### config.mk
export PLATFORM = sky130hd
export DESIGN_NAME = soc_periph_top
export DESIGN_NICKNAME = d
export VERILOG_FILES = /design/src/hw/soc_pkg.sv /design/src/hw/soc_periph_top.sv /design/src/hw/clint_timer.sv /design/src/hw/soc_regs.sv /design/src/hw/boot_rom.sv /design/src/hw/periph_decode.sv /design/src/hw/bus_arbiter.sv
export VERILOG_INCLUDE_DIRS = /design/src /design/src/hw
export SDC_FILE = /design/constraint.sdc
export NUM_CORES = 1
export LEC_CHECK = 0
export ABC_AREA = 0
export BUFFER_PORTS_ARGS = -buffer_cell sky130_fd_sc_hd__buf_2
export CAP_MARGIN = 15
export CORE_ASPECT_RATIO = 2
export CORE_MARGIN = 2
export CORE_UTILIZATION = 54
export CTS_CLUSTER_DIAMETER = 100
export DETAILED_ROUTE_END_ITERATION = 6
export HOLD_SLACK_MARGIN = 0.1
export PLACE_DENSITY = 0.79
export SKIP_LAST_GASP = 1
export SYNTH_ARGS = -nofsm -noshare
export SYNTH_HDL_FRONTEND = slang
export SYNTH_SLANG_ARGS = --single-unit
### constraint.sdc
create_clock -name clk_i -period 4.2 [get_ports clk_i]
set_clock_uncertainty 0.15 [all_clocks]
set_input_delay 0.84 -clock clk_i [delete_from_list [all_inputs] [get_ports clk_i]]
set_output_delay 0.84 -clock clk_i [all_outputs]
set_load 0.01 [all_outputs]
### src/hw/soc_params.svh
// Global constants of the peripheral subsystem
// Bus widths, region map, error answer and timer reset values
`ifndef SOC_PARAMS_SVH
`define SOC_PARAMS_SVH

//////////////////////////////
// Register bus
//////////////////////////////
`define SOC_ADDR_WIDTH 16
`define SOC_DATA_WIDTH 32
`define SOC_STRB_WIDTH 4

//////////////////////////////
// Address map, 4 KiB regions
//////////////////////////////
`define SOC_REGION_LSB 12
`define SOC_BASE_ROM   16'h0000
`define SOC_BASE_REGS  16'h1000
`define SOC_BASE_CLINT 16'h2000

// Boot image size in words
`define SOC_ROM_WORDS 16

// Read data of the error slave
`define SOC_ERR_DATA 32'hBADCAB1E

// Platform information
`define SOC_RTC_FREQ    32'd32768
`define SOC_HW_FEATURES 32'h0000_0003

// Machine timer
`define SOC_TIMER_WIDTH    64
`define SOC_MTIME_RESET    64'h0
`define SOC_MTIMECMP_RESET 64'hFFFF_FFFF_FFFF_FFFF

`endif
### src/hw/soc_pkg.sv
// Shared types of the peripheral subsystem
// - width typedefs for address, data and byte enables
// - request and response structs of the register bus
// - arbiter priority state
// - boot ROM image
`include "soc_params.svh"

package soc_pkg;

  typedef logic [`SOC_ADDR_WIDTH-1:0] addr_t;
  typedef logic [`SOC_DATA_WIDTH-1:0] data_t;
  typedef logic [`SOC_STRB_WIDTH-1:0] strb_t;

  // Master to slave, held stable until granted
  typedef struct packed {
    logic  req;
    logic  we;
    addr_t addr;
    data_t wdata;
    strb_t strb;
  } bus_req_t;

  // Slave to master, one cycle after the grant
  typedef struct packed {
    logic  rvalid;
    data_t rdata;
    logic  err;
  } bus_rsp_t;

  // Which master wins the next contention
  typedef enum logic {
    PRIO_CORE = 1'b0,
    PRIO_DBG  = 1'b1
  } arb_prio_e;

  // Boot code: find the hart ID, load the entry point and park
  localparam data_t boot_rom_image [`SOC_ROM_WORDS] = '{
    32'h0000_0297, 32'h0202_8593, 32'hf140_2573, 32'h0005_a283,
    32'h0002_8067, 32'h1050_0073, 32'hffdf_f06f, 32'h0000_0013,
    32'h8000_0000, 32'h0000_0000, 32'h0000_1008, 32'h0000_2000,
    32'h0000_0013, 32'h0000_0013, 32'hc0de_b007, 32'h5a5a_a5a5
  };

endpackage

### src/hw/soc_periph_top.sv
// Peripheral subsystem top level
// Two masters share one register bus through the arbiter, the
// decoder routes it to boot ROM, CSR block and machine timer
`timescale 1ns/10ps

module soc_periph_top import soc_pkg::*; (
  input  logic       clk_i,
  input  logic       rst_n_i,
  input  logic       rtc_i,
  input  logic [1:0] boot_mode_i,
  input  bus_req_t   core_req_i,
  input  bus_req_t   dbg_req_i,
  output logic       core_gnt_o,
  output logic       dbg_gnt_o,
  output bus_rsp_t   core_rsp_o,
  output bus_rsp_t   dbg_rsp_o,
  output logic       time_irq_o,
  output logic       ipi_o
);

  // Shared bus after arbitration
  bus_req_t bus_req;
  bus_rsp_t bus_rsp;

  // Per-slave channels
  bus_req_t rom_req,   regs_req,   clint_req;
  bus_rsp_t rom_rsp,   regs_rsp,   clint_rsp;

  //////////////////////////////
  // Interconnect
  //////////////////////////////

  bus_arbiter i_bus_arbiter (
    .clk_i,
    .rst_n_i,
    .core_req_i,
    .dbg_req_i,
    .core_gnt_o,
    .dbg_gnt_o,
    .bus_req_o  ( bus_req ),
    .bus_rsp_i  ( bus_rsp ),
    .core_rsp_o,
    .dbg_rsp_o
  );

  periph_decode i_periph_decode (
    .clk_i,
    .rst_n_i,
    .bus_req_i   ( bus_req   ),
    .bus_rsp_o   ( bus_rsp   ),
    .rom_req_o   ( rom_req   ),
    .regs_req_o  ( regs_req  ),
    .clint_req_o ( clint_req ),
    .rom_rsp_i   ( rom_rsp   ),
    .regs_rsp_i  ( regs_rsp  ),
    .clint_rsp_i ( clint_rsp )
  );

  //////////////////////////////
  // Slaves
  //////////////////////////////

  boot_rom i_boot_rom (
    .clk_i,
    .rst_n_i,
    .bus_req_i ( rom_req ),
    .bus_rsp_o ( rom_rsp )
  );

  soc_regs i_soc_regs (
    .clk_i,
    .rst_n_i,
    .boot_mode_i,
    .bus_req_i ( regs_req ),
    .bus_rsp_o ( regs_rsp )
  );

  clint_timer i_clint_timer (
    .clk_i,
    .rst_n_i,
    .rtc_i,
    .bus_req_i  ( clint_req ),
    .bus_rsp_o  ( clint_rsp ),
    .time_irq_o,
    .ipi_o
  );

endmodule

### src/hw/clint_timer.sv
// Machine timer in the style of a CLINT
// - mtime counts rising edges of the synchronized RTC input
// - mtimecmp raises the timer interrupt, msip the software interrupt
`timescale 1ns/10ps
`include "soc_params.svh"

module clint_timer import soc_pkg::*; (
  input  logic     clk_i,
  input  logic     rst_n_i,
  input  logic     rtc_i,
  input  bus_req_t bus_req_i,
  output bus_rsp_t bus_rsp_o,
  output logic     time_irq_o,
  output logic     ipi_o
);

  localparam int unsigned WORD_W = `SOC_REGION_LSB - 2;
  localparam int unsigned DW     = `SOC_DATA_WIDTH;
  localparam int unsigned TW     = `SOC_TIMER_WIDTH;

  localparam logic [WORD_W-1:0] IDX_MSIP     = WORD_W'(0);
  localparam logic [WORD_W-1:0] IDX_CMP_LO   = WORD_W'(1);
  localparam logic [WORD_W-1:0] IDX_CMP_HI   = WORD_W'(2);
  localparam logic [WORD_W-1:0] IDX_MTIME_LO = WORD_W'(3);
  localparam logic [WORD_W-1:0] IDX_MTIME_HI = WORD_W'(4);

  logic [2:0]        rtc_sync_q;
  logic              rtc_tick;
  logic [WORD_W-1:0] word_idx;
  logic              wr_en;
  data_t             wmask;
  data_t             rd_data;
  logic              msip_q;
  logic              msip_d;
  logic [TW-1:0]     mtime_q;
  logic [TW-1:0]     mtime_d;
  logic [TW-1:0]     mtimecmp_q;
  logic [TW-1:0]     mtimecmp_d;
  logic              rvalid_q;
  data_t             rdata_q;

  //////////////////////////////
  // RTC edge detection
  //////////////////////////////

  // Two synchronizer flops, the third one delays for edge detection
  assign rtc_tick = rtc_sync_q[1] & ~rtc_sync_q[2];

  //////////////////////////////
  // Register access
  //////////////////////////////

  assign word_idx = bus_req_i.addr[`SOC_REGION_LSB-1:2];
  assign wr_en    = bus_req_i.req & bus_req_i.we;

  always_comb begin
    for (int i = 0; i < `SOC_STRB_WIDTH; i++) begin
      wmask[8*i +: 8] = {8{bus_req_i.strb[i]}};
    end
  end

  // A bus write to an mtime half wins over a tick in the same cycle
  always_comb begin
    msip_d     = msip_q;
    mtimecmp_d = mtimecmp_q;
    mtime_d    = rtc_tick ? mtime_q + 1'b1 : mtime_q;
    if (wr_en) begin
      case (word_idx)
        IDX_MSIP: begin
          if (bus_req_i.strb[0]) begin
            msip_d = bus_req_i.wdata[0];
          end
        end
        IDX_CMP_LO: mtimecmp_d[DW-1:0] = (mtimecmp_q[DW-1:0] & ~wmask) | (bus_req_i.wdata & wmask);
        IDX_CMP_HI: mtimecmp_d[TW-1:DW] = (mtimecmp_q[TW-1:DW] & ~wmask) | (bus_req_i.wdata & wmask);
        IDX_MTIME_LO: mtime_d[DW-1:0] = (mtime_q[DW-1:0] & ~wmask) | (bus_req_i.wdata & wmask);
        IDX_MTIME_HI: mtime_d[TW-1:DW] = (mtime_q[TW-1:DW] & ~wmask) | (bus_req_i.wdata & wmask);
        default: ;
      endcase
    end
  end

  always_comb begin
    case (word_idx)
      IDX_MSIP:     rd_data = data_t'(msip_q);
      IDX_CMP_LO:   rd_data = mtimecmp_q[DW-1:0];
      IDX_CMP_HI:   rd_data = mtimecmp_q[TW-1:DW];
      IDX_MTIME_LO: rd_data = mtime_q[DW-1:0];
      IDX_MTIME_HI: rd_data = mtime_q[TW-1:DW];
      default:      rd_data = '0;
    endcase
  end

  always_ff @(posedge clk_i or negedge rst_n_i) begin
    if (!rst_n_i) begin
      rtc_sync_q <= '0;
      msip_q     <= 1'b0;
      mtime_q    <= `SOC_MTIME_RESET;
      mtimecmp_q <= `SOC_MTIMECMP_RESET;
      rvalid_q   <= 1'b0;
    end else begin
      rtc_sync_q <= {rtc_sync_q[1:0], rtc_i};
      msip_q     <= msip_d;
      mtime_q    <= mtime_d;
      mtimecmp_q <= mtimecmp_d;
      rvalid_q   <= bus_req_i.req;
    end
  end

  always_ff @(posedge clk_i) begin
    if (bus_req_i.req) begin
      rdata_q <= bus_req_i.we ? '0 : rd_data;
    end
  end

  assign bus_rsp_o = '{rvalid: rvalid_q, rdata: rdata_q, err: 1'b0};

  // Interrupt outputs
  assign time_irq_o = (mtime_q >= mtimecmp_q);
  assign ipi_o      = msip_q;

endmodule

### src/hw/soc_regs.sv
// Control and status registers
// Two scratch words, live boot mode, RTC frequency and feature bits
`timescale 1ns/10ps
`include "soc_params.svh"

module soc_regs import soc_pkg::*; (
  input  logic       clk_i,
  input  logic       rst_n_i,
  input  logic [1:0] boot_mode_i,
  input  bus_req_t   bus_req_i,
  output bus_rsp_t   bus_rsp_o
);

  localparam int unsigned WORD_W = `SOC_REGION_LSB - 2;

  localparam logic [WORD_W-1:0] IDX_SCRATCH0 = WORD_W'(0);
  localparam logic [WORD_W-1:0] IDX_SCRATCH1 = WORD_W'(1);
  localparam logic [WORD_W-1:0] IDX_BOOTMODE = WORD_W'(2);
  localparam logic [WORD_W-1:0] IDX_RTCFREQ  = WORD_W'(3);
  localparam logic [WORD_W-1:0] IDX_FEATURES = WORD_W'(4);

  logic [WORD_W-1:0] word_idx;
  logic              wr_en;
  data_t             wmask;
  data_t             rd_data;
  data_t             scratch0_q;
  data_t             scratch1_q;
  logic              rvalid_q;
  data_t             rdata_q;

  assign word_idx = bus_req_i.addr[`SOC_REGION_LSB-1:2];
  assign wr_en    = bus_req_i.req & bus_req_i.we;

  // Expand byte strobes to a bit mask
  always_comb begin
    for (int i = 0; i < `SOC_STRB_WIDTH; i++) begin
      wmask[8*i +: 8] = {8{bus_req_i.strb[i]}};
    end
  end

  always_comb begin
    case (word_idx)
      IDX_SCRATCH0: rd_data = scratch0_q;
      IDX_SCRATCH1: rd_data = scratch1_q;
      IDX_BOOTMODE: rd_data = data_t'(boot_mode_i);
      IDX_RTCFREQ:  rd_data = `SOC_RTC_FREQ;
      IDX_FEATURES: rd_data = `SOC_HW_FEATURES;
      default:      rd_data = '0;
    endcase
  end

  // Only the scratch words are writable
  always_ff @(posedge clk_i or negedge rst_n_i) begin
    if (!rst_n_i) begin
      scratch0_q <= '0;
      scratch1_q <= '0;
      rvalid_q   <= 1'b0;
    end else begin
      rvalid_q <= bus_req_i.req;
      if (wr_en && word_idx == IDX_SCRATCH0) begin
        scratch0_q <= (scratch0_q & ~wmask) | (bus_req_i.wdata & wmask);
      end
      if (wr_en && word_idx == IDX_SCRATCH1) begin
        scratch1_q <= (scratch1_q & ~wmask) | (bus_req_i.wdata & wmask);
      end
    end
  end

  // Writes answer with zero data
  always_ff @(posedge clk_i) begin
    if (bus_req_i.req) begin
      rdata_q <= bus_req_i.we ? '0 : rd_data;
    end
  end

  assign bus_rsp_o = '{rvalid: rvalid_q, rdata: rdata_q, err: 1'b0};

endmodule

### src/hw/boot_rom.sv
// Boot ROM slave
// Reads the boot image with one cycle of latency, writes are errors
`timescale 1ns/10ps
`include "soc_params.svh"

module boot_rom import soc_pkg::*; (
  input  logic     clk_i,
  input  logic     rst_n_i,
  input  bus_req_t bus_req_i,
  output bus_rsp_t bus_rsp_o
);

  localparam int unsigned IDX_W = $clog2(`SOC_ROM_WORDS);

  logic [IDX_W-1:0] word_idx;
  logic             in_image;
  logic             rvalid_q;
  logic             err_q;
  data_t            rdata_q;

  assign word_idx = bus_req_i.addr[IDX_W+1:2];
  // Offsets past the image read as zero
  assign in_image = (bus_req_i.addr[`SOC_REGION_LSB-1:IDX_W+2] == '0);

  always_ff @(posedge clk_i or negedge rst_n_i) begin
    if (!rst_n_i) begin
      rvalid_q <= 1'b0;
      err_q    <= 1'b0;
    end else begin
      rvalid_q <= bus_req_i.req;
      err_q    <= bus_req_i.req & bus_req_i.we;
    end
  end

  always_ff @(posedge clk_i) begin
    if (bus_req_i.req) begin
      if (bus_req_i.we) begin
        rdata_q <= `SOC_ERR_DATA;
      end else if (in_image) begin
        rdata_q <= boot_rom_image[word_idx];
      end else begin
        rdata_q <= '0;
      end
    end
  end

  assign bus_rsp_o = '{rvalid: rvalid_q, rdata: rdata_q, err: err_q};

endmodule

### src/hw/periph_decode.sv
// Address decoder of the peripheral bus
// Routes each request to boot ROM, register block or timer,
// answers unmapped regions itself and muxes the responses
`timescale 1ns/10ps
`include "soc_params.svh"

module periph_decode import soc_pkg::*; (
  input  logic     clk_i,
  input  logic     rst_n_i,
  input  bus_req_t bus_req_i,
  output bus_rsp_t bus_rsp_o,
  output bus_req_t rom_req_o,
  output bus_req_t regs_req_o,
  output bus_req_t clint_req_o,
  input  bus_rsp_t rom_rsp_i,
  input  bus_rsp_t regs_rsp_i,
  input  bus_rsp_t clint_rsp_i
);

  localparam int unsigned TGT_ROM   = 0;
  localparam int unsigned TGT_REGS  = 1;
  localparam int unsigned TGT_CLINT = 2;
  localparam int unsigned TGT_ERR   = 3;
  localparam int unsigned NUM_TGT   = 4;

  localparam addr_t BASE_ROM   = `SOC_BASE_ROM;
  localparam addr_t BASE_REGS  = `SOC_BASE_REGS;
  localparam addr_t BASE_CLINT = `SOC_BASE_CLINT;

  logic [`SOC_ADDR_WIDTH-1:`SOC_REGION_LSB] region;
  logic [NUM_TGT-1:0] sel_d;
  logic [NUM_TGT-1:0] sel_q;

  assign region = bus_req_i.addr[`SOC_ADDR_WIDTH-1:`SOC_REGION_LSB];

  // One-hot target, anything unmapped lands on the error slave
  always_comb begin
    sel_d = '0;
    if (region == BASE_ROM[`SOC_ADDR_WIDTH-1:`SOC_REGION_LSB]) begin
      sel_d[TGT_ROM] = 1'b1;
    end else if (region == BASE_REGS[`SOC_ADDR_WIDTH-1:`SOC_REGION_LSB]) begin
      sel_d[TGT_REGS] = 1'b1;
    end else if (region == BASE_CLINT[`SOC_ADDR_WIDTH-1:`SOC_REGION_LSB]) begin
      sel_d[TGT_CLINT] = 1'b1;
    end else begin
      sel_d[TGT_ERR] = 1'b1;
    end
  end

  always_comb begin
    rom_req_o       = bus_req_i;
    rom_req_o.req   = bus_req_i.req & sel_d[TGT_ROM];
    regs_req_o      = bus_req_i;
    regs_req_o.req  = bus_req_i.req & sel_d[TGT_REGS];
    clint_req_o     = bus_req_i;
    clint_req_o.req = bus_req_i.req & sel_d[TGT_CLINT];
  end

  // Remember the target for the response one cycle later
  always_ff @(posedge clk_i or negedge rst_n_i) begin
    if (!rst_n_i) begin
      sel_q <= '0;
    end else begin
      sel_q <= bus_req_i.req ? sel_d : '0;
    end
  end

  always_comb begin
    bus_rsp_o = '0;
    if (sel_q[TGT_ROM]) begin
      bus_rsp_o = rom_rsp_i;
    end else if (sel_q[TGT_REGS]) begin
      bus_rsp_o = regs_rsp_i;
    end else if (sel_q[TGT_CLINT]) begin
      bus_rsp_o = clint_rsp_i;
    end else if (sel_q[TGT_ERR]) begin
      bus_rsp_o.rvalid = 1'b1;
      bus_rsp_o.rdata  = `SOC_ERR_DATA;
      bus_rsp_o.err    = 1'b1;
    end
  end

endmodule

### src/hw/bus_arbiter.sv
// Round-robin arbiter for two register bus masters
// Grants core or debug port, forwards the winner's request and
// steers the response back to the master granted a cycle earlier
`timescale 1ns/10ps

module bus_arbiter import soc_pkg::*; (
  input  logic     clk_i,
  input  logic     rst_n_i,
  input  bus_req_t core_req_i,
  input  bus_req_t dbg_req_i,
  output logic     core_gnt_o,
  output logic     dbg_gnt_o,
  output bus_req_t bus_req_o,
  input  bus_rsp_t bus_rsp_i,
  output bus_rsp_t core_rsp_o,
  output bus_rsp_t dbg_rsp_o
);

  arb_prio_e prio_q;
  arb_prio_e prio_d;
  logic      contention;
  logic      owner_core_q;
  logic      owner_dbg_q;

  //////////////////////////////
  // Grant
  //////////////////////////////

  assign contention = core_req_i.req & dbg_req_i.req;

  // Lone requester wins at once, otherwise the priority state decides
  assign core_gnt_o = core_req_i.req & (~dbg_req_i.req | (prio_q == PRIO_CORE));
  assign dbg_gnt_o  = dbg_req_i.req & (~core_req_i.req | (prio_q == PRIO_DBG));

  // With no grant the core request carries req low
  assign bus_req_o = dbg_gnt_o ? dbg_req_i : core_req_i;

  // Flip priority only when both masters fought for the bus
  always_comb begin
    prio_d = prio_q;
    if (contention) begin
      prio_d = (prio_q == PRIO_CORE) ? PRIO_DBG : PRIO_CORE;
    end
  end

  always_ff @(posedge clk_i or negedge rst_n_i) begin
    if (!rst_n_i) begin
      prio_q       <= PRIO_CORE;
      owner_core_q <= 1'b0;
      owner_dbg_q  <= 1'b0;
    end else begin
      prio_q       <= prio_d;
      owner_core_q <= core_gnt_o;
      owner_dbg_q  <= dbg_gnt_o;
    end
  end

  //////////////////////////////
  // Response steering
  //////////////////////////////

  always_comb begin
    core_rsp_o        = bus_rsp_i;
    core_rsp_o.rvalid = bus_rsp_i.rvalid & owner_core_q;
    dbg_rsp_o         = bus_rsp_i;
    dbg_rsp_o.rvalid  = bus_rsp_i.rvalid & owner_dbg_q;
  end

endmodule

* Yosys cells after proc, flatten, opt, wreduce, memory -nomap -nowiden *
Memories as Yosys holds them, arrays and structs flattened.
Index checks and enable logic that the tools add are counted.

word-level totals
  flip-flop bits (word level) = 303
  memory bits (read-only) = 512
  bits of input ports = 113
  output and inout bits = 72
  logic and storage cells = 94
  memories kept = 1

memories
  memory           words  width  read ports  clocked after Yosys merged registers in  wr ports  line            text
  (no name shown)  16     32     1           0                                        0         boot_rom.sv:40  rdata_q <= boot_rom_image[word_idx];

cells by class
  $add $sub $neg = 1
  magnitude comparators = 2
  equal/unequal tests = 6
  muxes and demuxes = 22
  bitwise logic cells = 34
  reduce and logical (&&, ||, !) cells = 9

operators with widths
  kind                     number
  $pmux W32 S5             2
  $and A32 B32 Y32         7
  $or A32 B32 Y32          6
  $mux W32                 5
  $mux W34                 4
  $mux W64                 2
  $add A64 B1 Y64 const B  1
  $ge A64 B64 Y1           1
  $mux W54                 1
  $not A32 Y32             1
  $eq A10 B2 Y1 const B    2
  $and A1 B1 Y1            12
  $eq A10 B1 Y1 const B    1
  $eq A10 B3 Y1 const B    1
  $logic_not A10 Y1        1
  $logic_not A6 Y1         1
  $ge A5 B5 Y1 const B     1
  $mux W1                  5
  $not A1 Y1               5
  $not A4 Y5               1
  $eq A4 B1 Y1 const B     1
  $eq A4 B2 Y1 const B     1
  $logic_not A4 Y1         1
  $mux W4                  1
  other kinds (7)          10

* Logic depth before layout (Yosys ltp) *
Gate-level depths: netlist of the first run.

  depth after elaboration = 11
  mapped depth = 16

* Cells and area by module *
From an unflattened synthesis of the first run, not the netlist that was laid out.

second synthesis, totals
  cells, all modules = 1909
  area total of the unflattened synthesis = 19566.3 um^2

by module, submodules not included
  module         times used  cells an instance  area an instance (um^2)  sequential area each (um^2)
  clint_timer    1           1047               9993.3                   4369.2
  soc_regs       1           270                4210.3                   2587.5
  periph_decode  1           326                2466.1                   100.1
  boot_rom       1           130                1620.3                   950.9
  bus_arbiter    1           136                1276.2                   75.1

* Worst setup path before layout of the first run *
No wires, ideal clock.

  path type = input -> register
  start point = in dbg_req_i[53] (netlist name)
  end point = reg with a tool-made name
  setup time = 0.125 ns
  data arrival time = 4.340 ns
  data required time = 3.925 ns
  path slack = -0.415 ns
  stages on the path = 8
  buffers on the path = 2
  cell sequence = buf_4 > nand2_2 > buf_6 > o22a_1 > a21oi_1 > nand3_2 > nor2_4 > mux2_2

RTL lines
  element      line                  text
  from (decl)  soc_periph_top.sv:12  input bus_req_t dbg_req_i,

==> results.toml, run 1 <==
[status]
outcome = "completed"

[setup_path]
arrival_ns = 3.06
critPathCaptureType = "primary output"
cp.required_ns = 3.21
crit_fanout = 3
critPathLaunchType = "flop"
crit_type = "reg -> out"

[global_route]
grtUsageTotal_pct = 30.8
antenna_found_initial = 2
grt_pass1_wl_um = 78900
grt_max_degree = 77
grt_overflow = 0
grt_pass1_vias = 14000

[yosys]
synth_most_common_cell = "nand2_1"
synthFlopType = "dfrtp_1"
yosysSeqAreaShare_pct = 46.9
netlist_area_mm2 = 0.0171
yosys-top-cells-count = "nand2_1, a21oi_1, nor2_1"
async_reset_ff_share_pct = 68.5
synth.largest_area_cell = "dfrtp_1"
synth_nets = 1966
synth_cell_types = 79
synth.ff_latch_count = 298
synth_edf_count = 94
synth_warnings = 0
synth_top_area_share_pct = 20.5
syn_avg_cell_area_um2 = 9.57
syn_inst = 1782
synth_area_leaders = "dfrtp_1, edfxtp_1, dfstp_2"

[drt]
first_iter_violations = 1602
vias = 15000
wl_per_cell_um = 21.8
firstDrtPassIters = 6
totalWireLength_um = 51700
ant_nets = 0
drc_errors = 0
viasPerCell = 6.35

[power]
p_per_area_mw_per_mm2 = 373
fin_total_pwr_mw = 7.20
peakVddDrop_v = 0.000366
p_leak_nw = 8.16

[placement]
io_buffers = 180
post_dp_cell_area_mm2 = 0.0183
dp_slack_ns = 0.357
dp_hpwl_um = 37800
place_congestion = 0.955
placed_cells = 2318

[cells_and_area]
stdcell_count = 2371
layout.nets = 2108
drive_above_1_share_pct = 21.1
final_area_mm2 = 0.0193
synthToLayoutAreaGrowth_pct = 13.0
fill_cells = 2622
utilization_pct = 61.6

[sta]
slew_headroom_pct = 34.0
tns_ns = 0
timing.hold.ws_ns = 0.163
fin_crit_sh_pct = 96.4
setup_viol = 0
grt_setup_unrepaired = "no"
fin_ws_ns = 0.151
period_needed_ns = 4.05
max_freq_mhz = 247
drv_slew = 0
timing.final.hold_violations = 0
worst_pin_slew_ns = 0.963

[cts]
root_buffer = "clkbuf_16"
cts_max_path_buffers = 3
clk_pin_slew_ns = 0.07
ctsHoldBuffers = 0
htree_levels = 1
tritoncts = "built"
cts_buffers = 27
clkLatencyLatePin_ns = 0.56
cts.sinks = 298

[job]
cap_violations = 0

[die]
core.rowCount = 92
io_pins = 185
coreArea_mm2 = 0.0313
start_util_pct = 54.5
design.die.area_mm2 = 0.0331
fp.dieW_um = 130
fp.dieH_um = 255

[hold_path]
hold_class = "in -> async"
-- worst paths after layout --
path	slack (ns)	start	cells past startpoint	endpoint
worst max-delay path	0.15	flop	9	time_irq_o
worst min-delay path	0.16	rst_n_i	1	async pin
worst max register to register	0.73	i_bus_arbiter.prio_q$_DFFE_PN0P_	8	flop
worst min register to register	0.20	i_clint_timer.rtc_sync_q[0]$_DFF_PN0_	0	i_clint_timer.rtc_sync_q[1]$_DFF_PN0_
max in group asynchronous	2.84	rst_n_i	2	async pin
min in group clk_i	0.20	i_clint_timer.rtc_sync_q[0]$_DFF_PN0_	0	i_clint_timer.rtc_sync_q[1]$_DFF_PN0_
-- cell type report --
cell class	instances	area, µm²	area share, %
clock inverters	12	196	1.02
diodes	3	7.51	0.0389
multi-input cells	1234	7890	40.9
repair buffers	242	1430	7.39
flip-flops and latches	298	8010	41.5
well taps	423	529	2.74
clock buffers	38	768	3.98
inverters	121	454	2.36
-- cells by family (layout without fill, tap and decap cells) --
family	count (synthesis)	after routing	share of synthesized area (%)
compound gates	507	507	19.4
xor+xnor	2	2	0.103
fa+ha+maj	71	71	5.21
buf+inv	250	413	6.90
flops	298	298	46.9
mux	89	89	5.57
other cells	0	3	0
simple gates	565	565	15.9
-- where the power goes --
group	switching (mW)	total, mW	internal (mW)
logic	0.829	1.28	0.448
registers	0.103	3.20	3.09
clock network	1.14	2.73	1.59
-- layout by cell type, fill, tap and decap left out, types with 5 or more instances in the layout --
cell and instances:
nand2_1 211, buf_2 179, a21oi_1 165, nor2_1 141, dfrtp_1 140, inv_1 120
a22oi_1 106, o21ai_0 94, edfxtp_1 94, ha_1 71, dfstp_2 64, buf_4 58
mux2i_1 51, nand3_1 42, a211oi_1 30, nor3_1 29, nand4_1 29, and3_1 29
mux2_2 28, clkbuf_16 28, a221o_1 19, a221oi_1 19, nor2b_1 10, and2_1 10
nor4_1 10, and4_1 10, mux2_1 9, o211ai_1 8, a21o_1 7, nand2b_1 7
o32ai_1 7, a311oi_1 7, clkbuf_1 7, nor2_4 6, nor2_2 5, bufinv_16 5
-- layer usage --
| layer | track usage [%] | share of wire (%) | vias to the layer above | wire (µm) |
|---|---|---|---|---|
| met5 | 0 | 0 | - | 0 |
| met3 | 4.19 | 9.3 | 132 | 4830 |
| met4 | 14.1 | 4.7 | 0 | 2420 |
| li1 | - | - | 6762 | - |
| met1 | 41.6 | 38 | 7289 | 19800 |
| met2 | 49.0 | 48 | 865 | 24600 |
-- worst max-delay path: stages (launching register included) --
cell and delay (ns):
dfstp_2 0.54, inv_1 0.04, ha_1 0.30, a21o_1 0.19, a21o_1 0.17, a211oi_1 0.43
nand2_1 0.20, o21ai_0 0.37, a21oi_1 0.09, buf_2 0.16
-- repair_timing --
action,4_1_cts,5_1_grt
gates resized for setup,0,2
setup buffers,0,0
setup endpoints to repair,0,1
Power figures use the tool's default switching activity.
==> run 2: changes to the inputs <==
- CELL_PAD_IN_SITES_DETAIL_PLACEMENT: unset -> 1
- CELL_PAD_IN_SITES_GLOBAL_PLACEMENT: unset -> 2
- CORE_UTILIZATION: 54 -> 34
==> run 2 against run 1 <==
  * Critical path depth up 2
  * Clock power up 4%
  * Sequential power about the same
  * Core utilization down 22 points
  * Cell count up 10%
  * Global-route usage down 6.6 points
  * Non-clock buffer count up 19
  * Critical endpoint unchanged
  * Via count down 1.4%
  * Sequential share of layout area down 1.1 points
==> results.toml, run 2 (synthesis results as in run 1) <==
[status]
outcome = "completed"

[placement]
placed_cells = 2563
io_buffers = 180
dp_hpwl_um = 48400
place_congestion = 0.886

[sta]
timing.hold.ws_ns = 0.110
setup_viol = 0
grt_setup_unrepaired = "no"
period_needed_ns = 4.08
slew_headroom_pct = 28.9
drv_slew = 0
max_freq_mhz = 245
fin_crit_sh_pct = 97.1
worst_pin_slew_ns = 1.04
timing.final.hold_violations = 0

[drt]
wl_per_cell_um = 24.2
drc_errors = 0
viasPerCell = 5.67
vias = 14800
firstDrtPassIters = 5
totalWireLength_um = 63400
first_iter_violations = 687
ant_nets = 0

[setup_path]
cp.required_ns = 3.21
crit_fanout = 3
arrival_ns = 3.09
regToRegSetupSlack_ns = 0.43
critPathCaptureType = "primary output"
ff2ff_path_depth = 13
crit_type = "reg -> out"
critPathLaunchType = "flop"
rr_startpoint = "i_bus_arbiter.prio_q$_DFFE_PN0P_"

[cts]
cts_max_path_buffers = 3
htree_levels = 1
root_buffer = "clkbuf_16"
cts.sinks = 298
clk_pin_slew_ns = 0.07
cts_setup_buffers = 0
ctsHoldBuffers = 0
cts_buffers = 29
clkLatencyLatePin_ns = 0.57
tritoncts = "built"

[global_route]
grt_pass1_wl_um = 96400
grtUsageTotal_pct = 24.2
grt_max_degree = 115
grt_pass1_vias = 16200
grt_overflow = 0
antenna_found_initial = 0

[cells_and_area]
layout.nets = 2129
stdcell_count = 2616
fill_cells = 5684
final_common_cell = "nand2_1"
antenna_cells = 0
synthToLayoutAreaGrowth_pct = 16.0
layout_common_cells = "nand2_1, buf_2, a21oi_1"
drive_above_1_share_pct = 22.3

[die]
fp.dieH_um = 321
io_pins = 185
fp.dieW_um = 162
start_util_pct = 34.3
design.die.area_mm2 = 0.0521
coreArea_mm2 = 0.0498
core.rowCount = 116

[power]
p_leak_nw = 8.28
p_per_area_mw_per_mm2 = 375
peakVddDrop_v = 0.000357

[hold_path]
hold_class = "in -> async"

[job]
cap_violations = 0
run 2: report_power, final:
part / switching [mW] / leakage (nW) / internal [mW] / total, mW
Combinational: 0.913 / 4.66 / 0.471 / 1.38
Sequential: 0.100 / 3.13 / 3.09 / 3.19
Clock: 1.21 / 0.495 / 1.63 / 2.85
Total: 2.22 / 8.28 / 5.20 / 7.42
run 2: critical path, cell delays in order, from the launching register on:
cell     delay (ns)
dfstp_2        0.53
inv_1          0.05
ha_1           0.32
nand4_1        0.19
nor2_1         0.21
nand3_1        0.30
nor3_2         0.23
buf_4          0.17
nor3_1         0.05
buf_4          0.16
a21oi_1        0.15
buf_2          0.16
run 2: worst max path at each step:
stage	startpoint	to	cells after the start
after floorplan	dbg_req_i[53]	i_soc_regs.rdata_q[15]$_SDFFCE_PP0P_	12
after global placement	core_req_i[53]	flop	14
after detailed placement	core_req_i[53]	flop	14
after CTS	flop	time_irq_o	11
after global routing	flop	time_irq_o	11
final	flop	time_irq_o	11
run 2: per-layer routing:
metal / vias up / track usage (%) / share of wire, %
met5: - / 0 / 0
met1: 7529 / 26.3 / 38
met2: 390 / 46.1 / 54
li1: 6792 / - / -
met3: 131 / 1.94 / 3.0
met4: 0 / 12.3 / 5.3
run 2: layout make-up:
| cell class | instances | area, µm² | area share (%) |
|---|---|---|---|
| tap | 649 | 812 | 4.10 |
| timing repair buffer | 261 | 1570 | 7.92 |
| clock inverter | 17 | 223 | 1.13 |
| multi-input combinational | 1234 | 7940 | 40.1 |
| sequential | 298 | 8010 | 40.5 |
| clock buffer | 36 | 782 | 3.95 |
| inverter | 121 | 454 | 2.30 |
run 2: per-stage QoR:
step | worst slack (ns) | instance area (µm²) | total power, mW | utilization, % | setup TNS (ns)
floorplan | 0.169 | 17100 | 3.99 | - | 0
global placement | 0.0289 | 18700 | 4.57 | 37.7 | 0
detailed placement | -0.0527 | 18700 | 4.62 | 37.7 | -0.0527
CTS | 0.0147 | 19800 | 7.47 | 39.7 | 0
global route | 0.000193 | 19800 | 7.69 | 39.7 | 0
finish | 0.122 | 19800 | 7.42 | 39.7 | 0
run 2: what timing repair did:
item,CTS,global route
gates resized for setup,3,5
pin swaps,0,0
endpoints found under the setup margin,1,1
==> run 3: changes to the inputs <==
- CORE_MARGIN: 2 -> 3
==> run 3 against run 2 <==
  * Critical path depth down 1
  * Via count about the same
  * Flip-flop and latch count stayed put
  * Largest power group unchanged
  * Highest routed layer unchanged
==> results.toml, run 3 (synthesis results as in run 1) <==
[hold_path]
hold_class = "in -> async"

[sta]
setup_viol = 0
fin_crit_sh_pct = 97.2
slew_headroom_pct = 30.9
worst_pin_slew_ns = 1.01
grt_setup_unrepaired = "no"
drv_slew = 0
period_needed_ns = 4.08
tns_ns = 0
max_freq_mhz = 245
timing.final.hold_violations = 0

[job]
cap_violations = 0

[setup_path]
slowest_stage = "dfstp_2"
slowest_delay_ns = 0.54
crit_type = "reg -> out"
crit_buf_inv = 2
arrival_ns = 3.09
crit_fanout = 3
crit_top_cell = "a21oi_1"
path_delay_family = "compound AO/OA/AOI/OAI gates"
critPathCaptureType = "primary output"
crit_cells = 10
path_cells = "inv_1, ha_1, a21oi_1, nor2_1, a211oi_1, o21ai_0, o2111a_1, nor3_1, a21oi_1, buf_2"
critPathLaunchType = "flop"
regToRegSetupSlack_ns = 0.73
cp.required_ns = 3.21
ff2ff_path_depth = 13

[die]
fp.dieH_um = 323
fp.dieW_um = 164
design.die.area_mm2 = 0.0531
io_pins = 185
core.rowCount = 115
start_util_pct = 34.6
coreArea_mm2 = 0.0494

[drt]
firstDrtPassIters = 5
drc_errors = 0
viasPerCell = 5.71
ant_nets = 0
first_iter_violations = 777
totalWireLength_um = 63100
wl_per_cell_um = 24.3
vias = 14800

[cts]
clk_pin_slew_ns = 0.07
cts_max_path_buffers = 3
cts_buffers = 28
tritoncts = "built"
cts.sinks = 298
clkLatencyLatePin_ns = 0.57
htree_levels = 1
cts_setup_buffers = 0
root_buffer = "clkbuf_16"
ctsHoldBuffers = 0

[cells_and_area]
utilization_pct = 39.8
antenna_cells = 0
final_common_cell = "nand2_1"
drive_above_1_share_pct = 21.9
synthToLayoutAreaGrowth_pct = 15.2
layout_common_cells = "nand2_1, buf_2, a21oi_1"
layout.nets = 2118
fill_cells = 5658

[global_route]
grt_overflow = 0
antenna_found_initial = 1
grtUsageTotal_pct = 23.6
grt_pass1_wl_um = 95900
grt_pass1_vias = 16000
grt_max_degree = 92

[power]
peakVddDrop_v = 0.000289
p_leak_nw = 8.22
p_per_area_mw_per_mm2 = 368
fin_total_pwr_mw = 7.24

[placement]
io_buffers = 180
place_congestion = 0.908
dp_hpwl_um = 48200

[status]
outcome = "completed"
[run 3: layout make-up]
class | count | area [µm²] | area share (%)
Tap cell | 643 | 805 | 4.09
Sequential cell | 298 | 8010 | 40.7
Timing Repair Buffer | 251 | 1520 | 7.72
Multi-Input combinational cell | 1234 | 7930 | 40.3
Clock inverter | 17 | 134 | 0.681
Inverter | 121 | 454 | 2.31
Clock buffer | 35 | 812 | 4.13
[run 3: what timing repair did]
action | CTS | global route
pin swaps | 0 | 0
setup endpoints to repair | 1 | 1
gates resized for setup | 2 | 4
[run 3: per-stage QoR]
| stage | setup slack (ns) | cells | hold WS, ns | instance area [µm²] |
|---|---|---|---|---|
| CTS | 0.0482 | 2599 | 0.205 | 19600 |
| detailed placement | 0.230 | 2547 | 0.190 | 18700 |
| global route | 0.0276 | 2599 | 0.220 | 19700 |
| global placement | 0.305 | 2547 | 0.192 | 18700 |
| finish | 0.117 | 2599 | 0.168 | 19700 |
| floorplan | 0.169 | 1782 | 0.181 | 17100 |
[run 3: worst paths after layout]
kind                                                        from                               endpoint
min reg2reg                i_clint_timer.rtc_sync_q[0]$_DFF_PN0_  i_clint_timer.rtc_sync_q[1]$_DFF_PN0_
max                                                         flop                             time_irq_o
min                                                      rst_n_i                              async pin
min in group clk_i         i_clint_timer.rtc_sync_q[0]$_DFF_PN0_  i_clint_timer.rtc_sync_q[1]$_DFF_PN0_
max reg2reg                     i_bus_arbiter.prio_q$_DFFE_PN0P_                                   flop
max in group asynchronous                                rst_n_i                              async pin
[run 3: layer usage]
metal  vias up  GRT usage, %  routed length [µm]
met1      7510          26.1               23400
li1       6766             -                   -
met2       424          44.8               33900
met5         -             0                   0
met4         0          11.0                3240
met3       135          1.97                2530
[run 3: report_power, final]
part	internal, mW	switching [mW]	total (mW)
Sequential	3.09	0.103	3.20
Combinational	0.460	0.897	1.36
Clock	1.49	1.19	2.69
Total	5.05	2.19	7.24
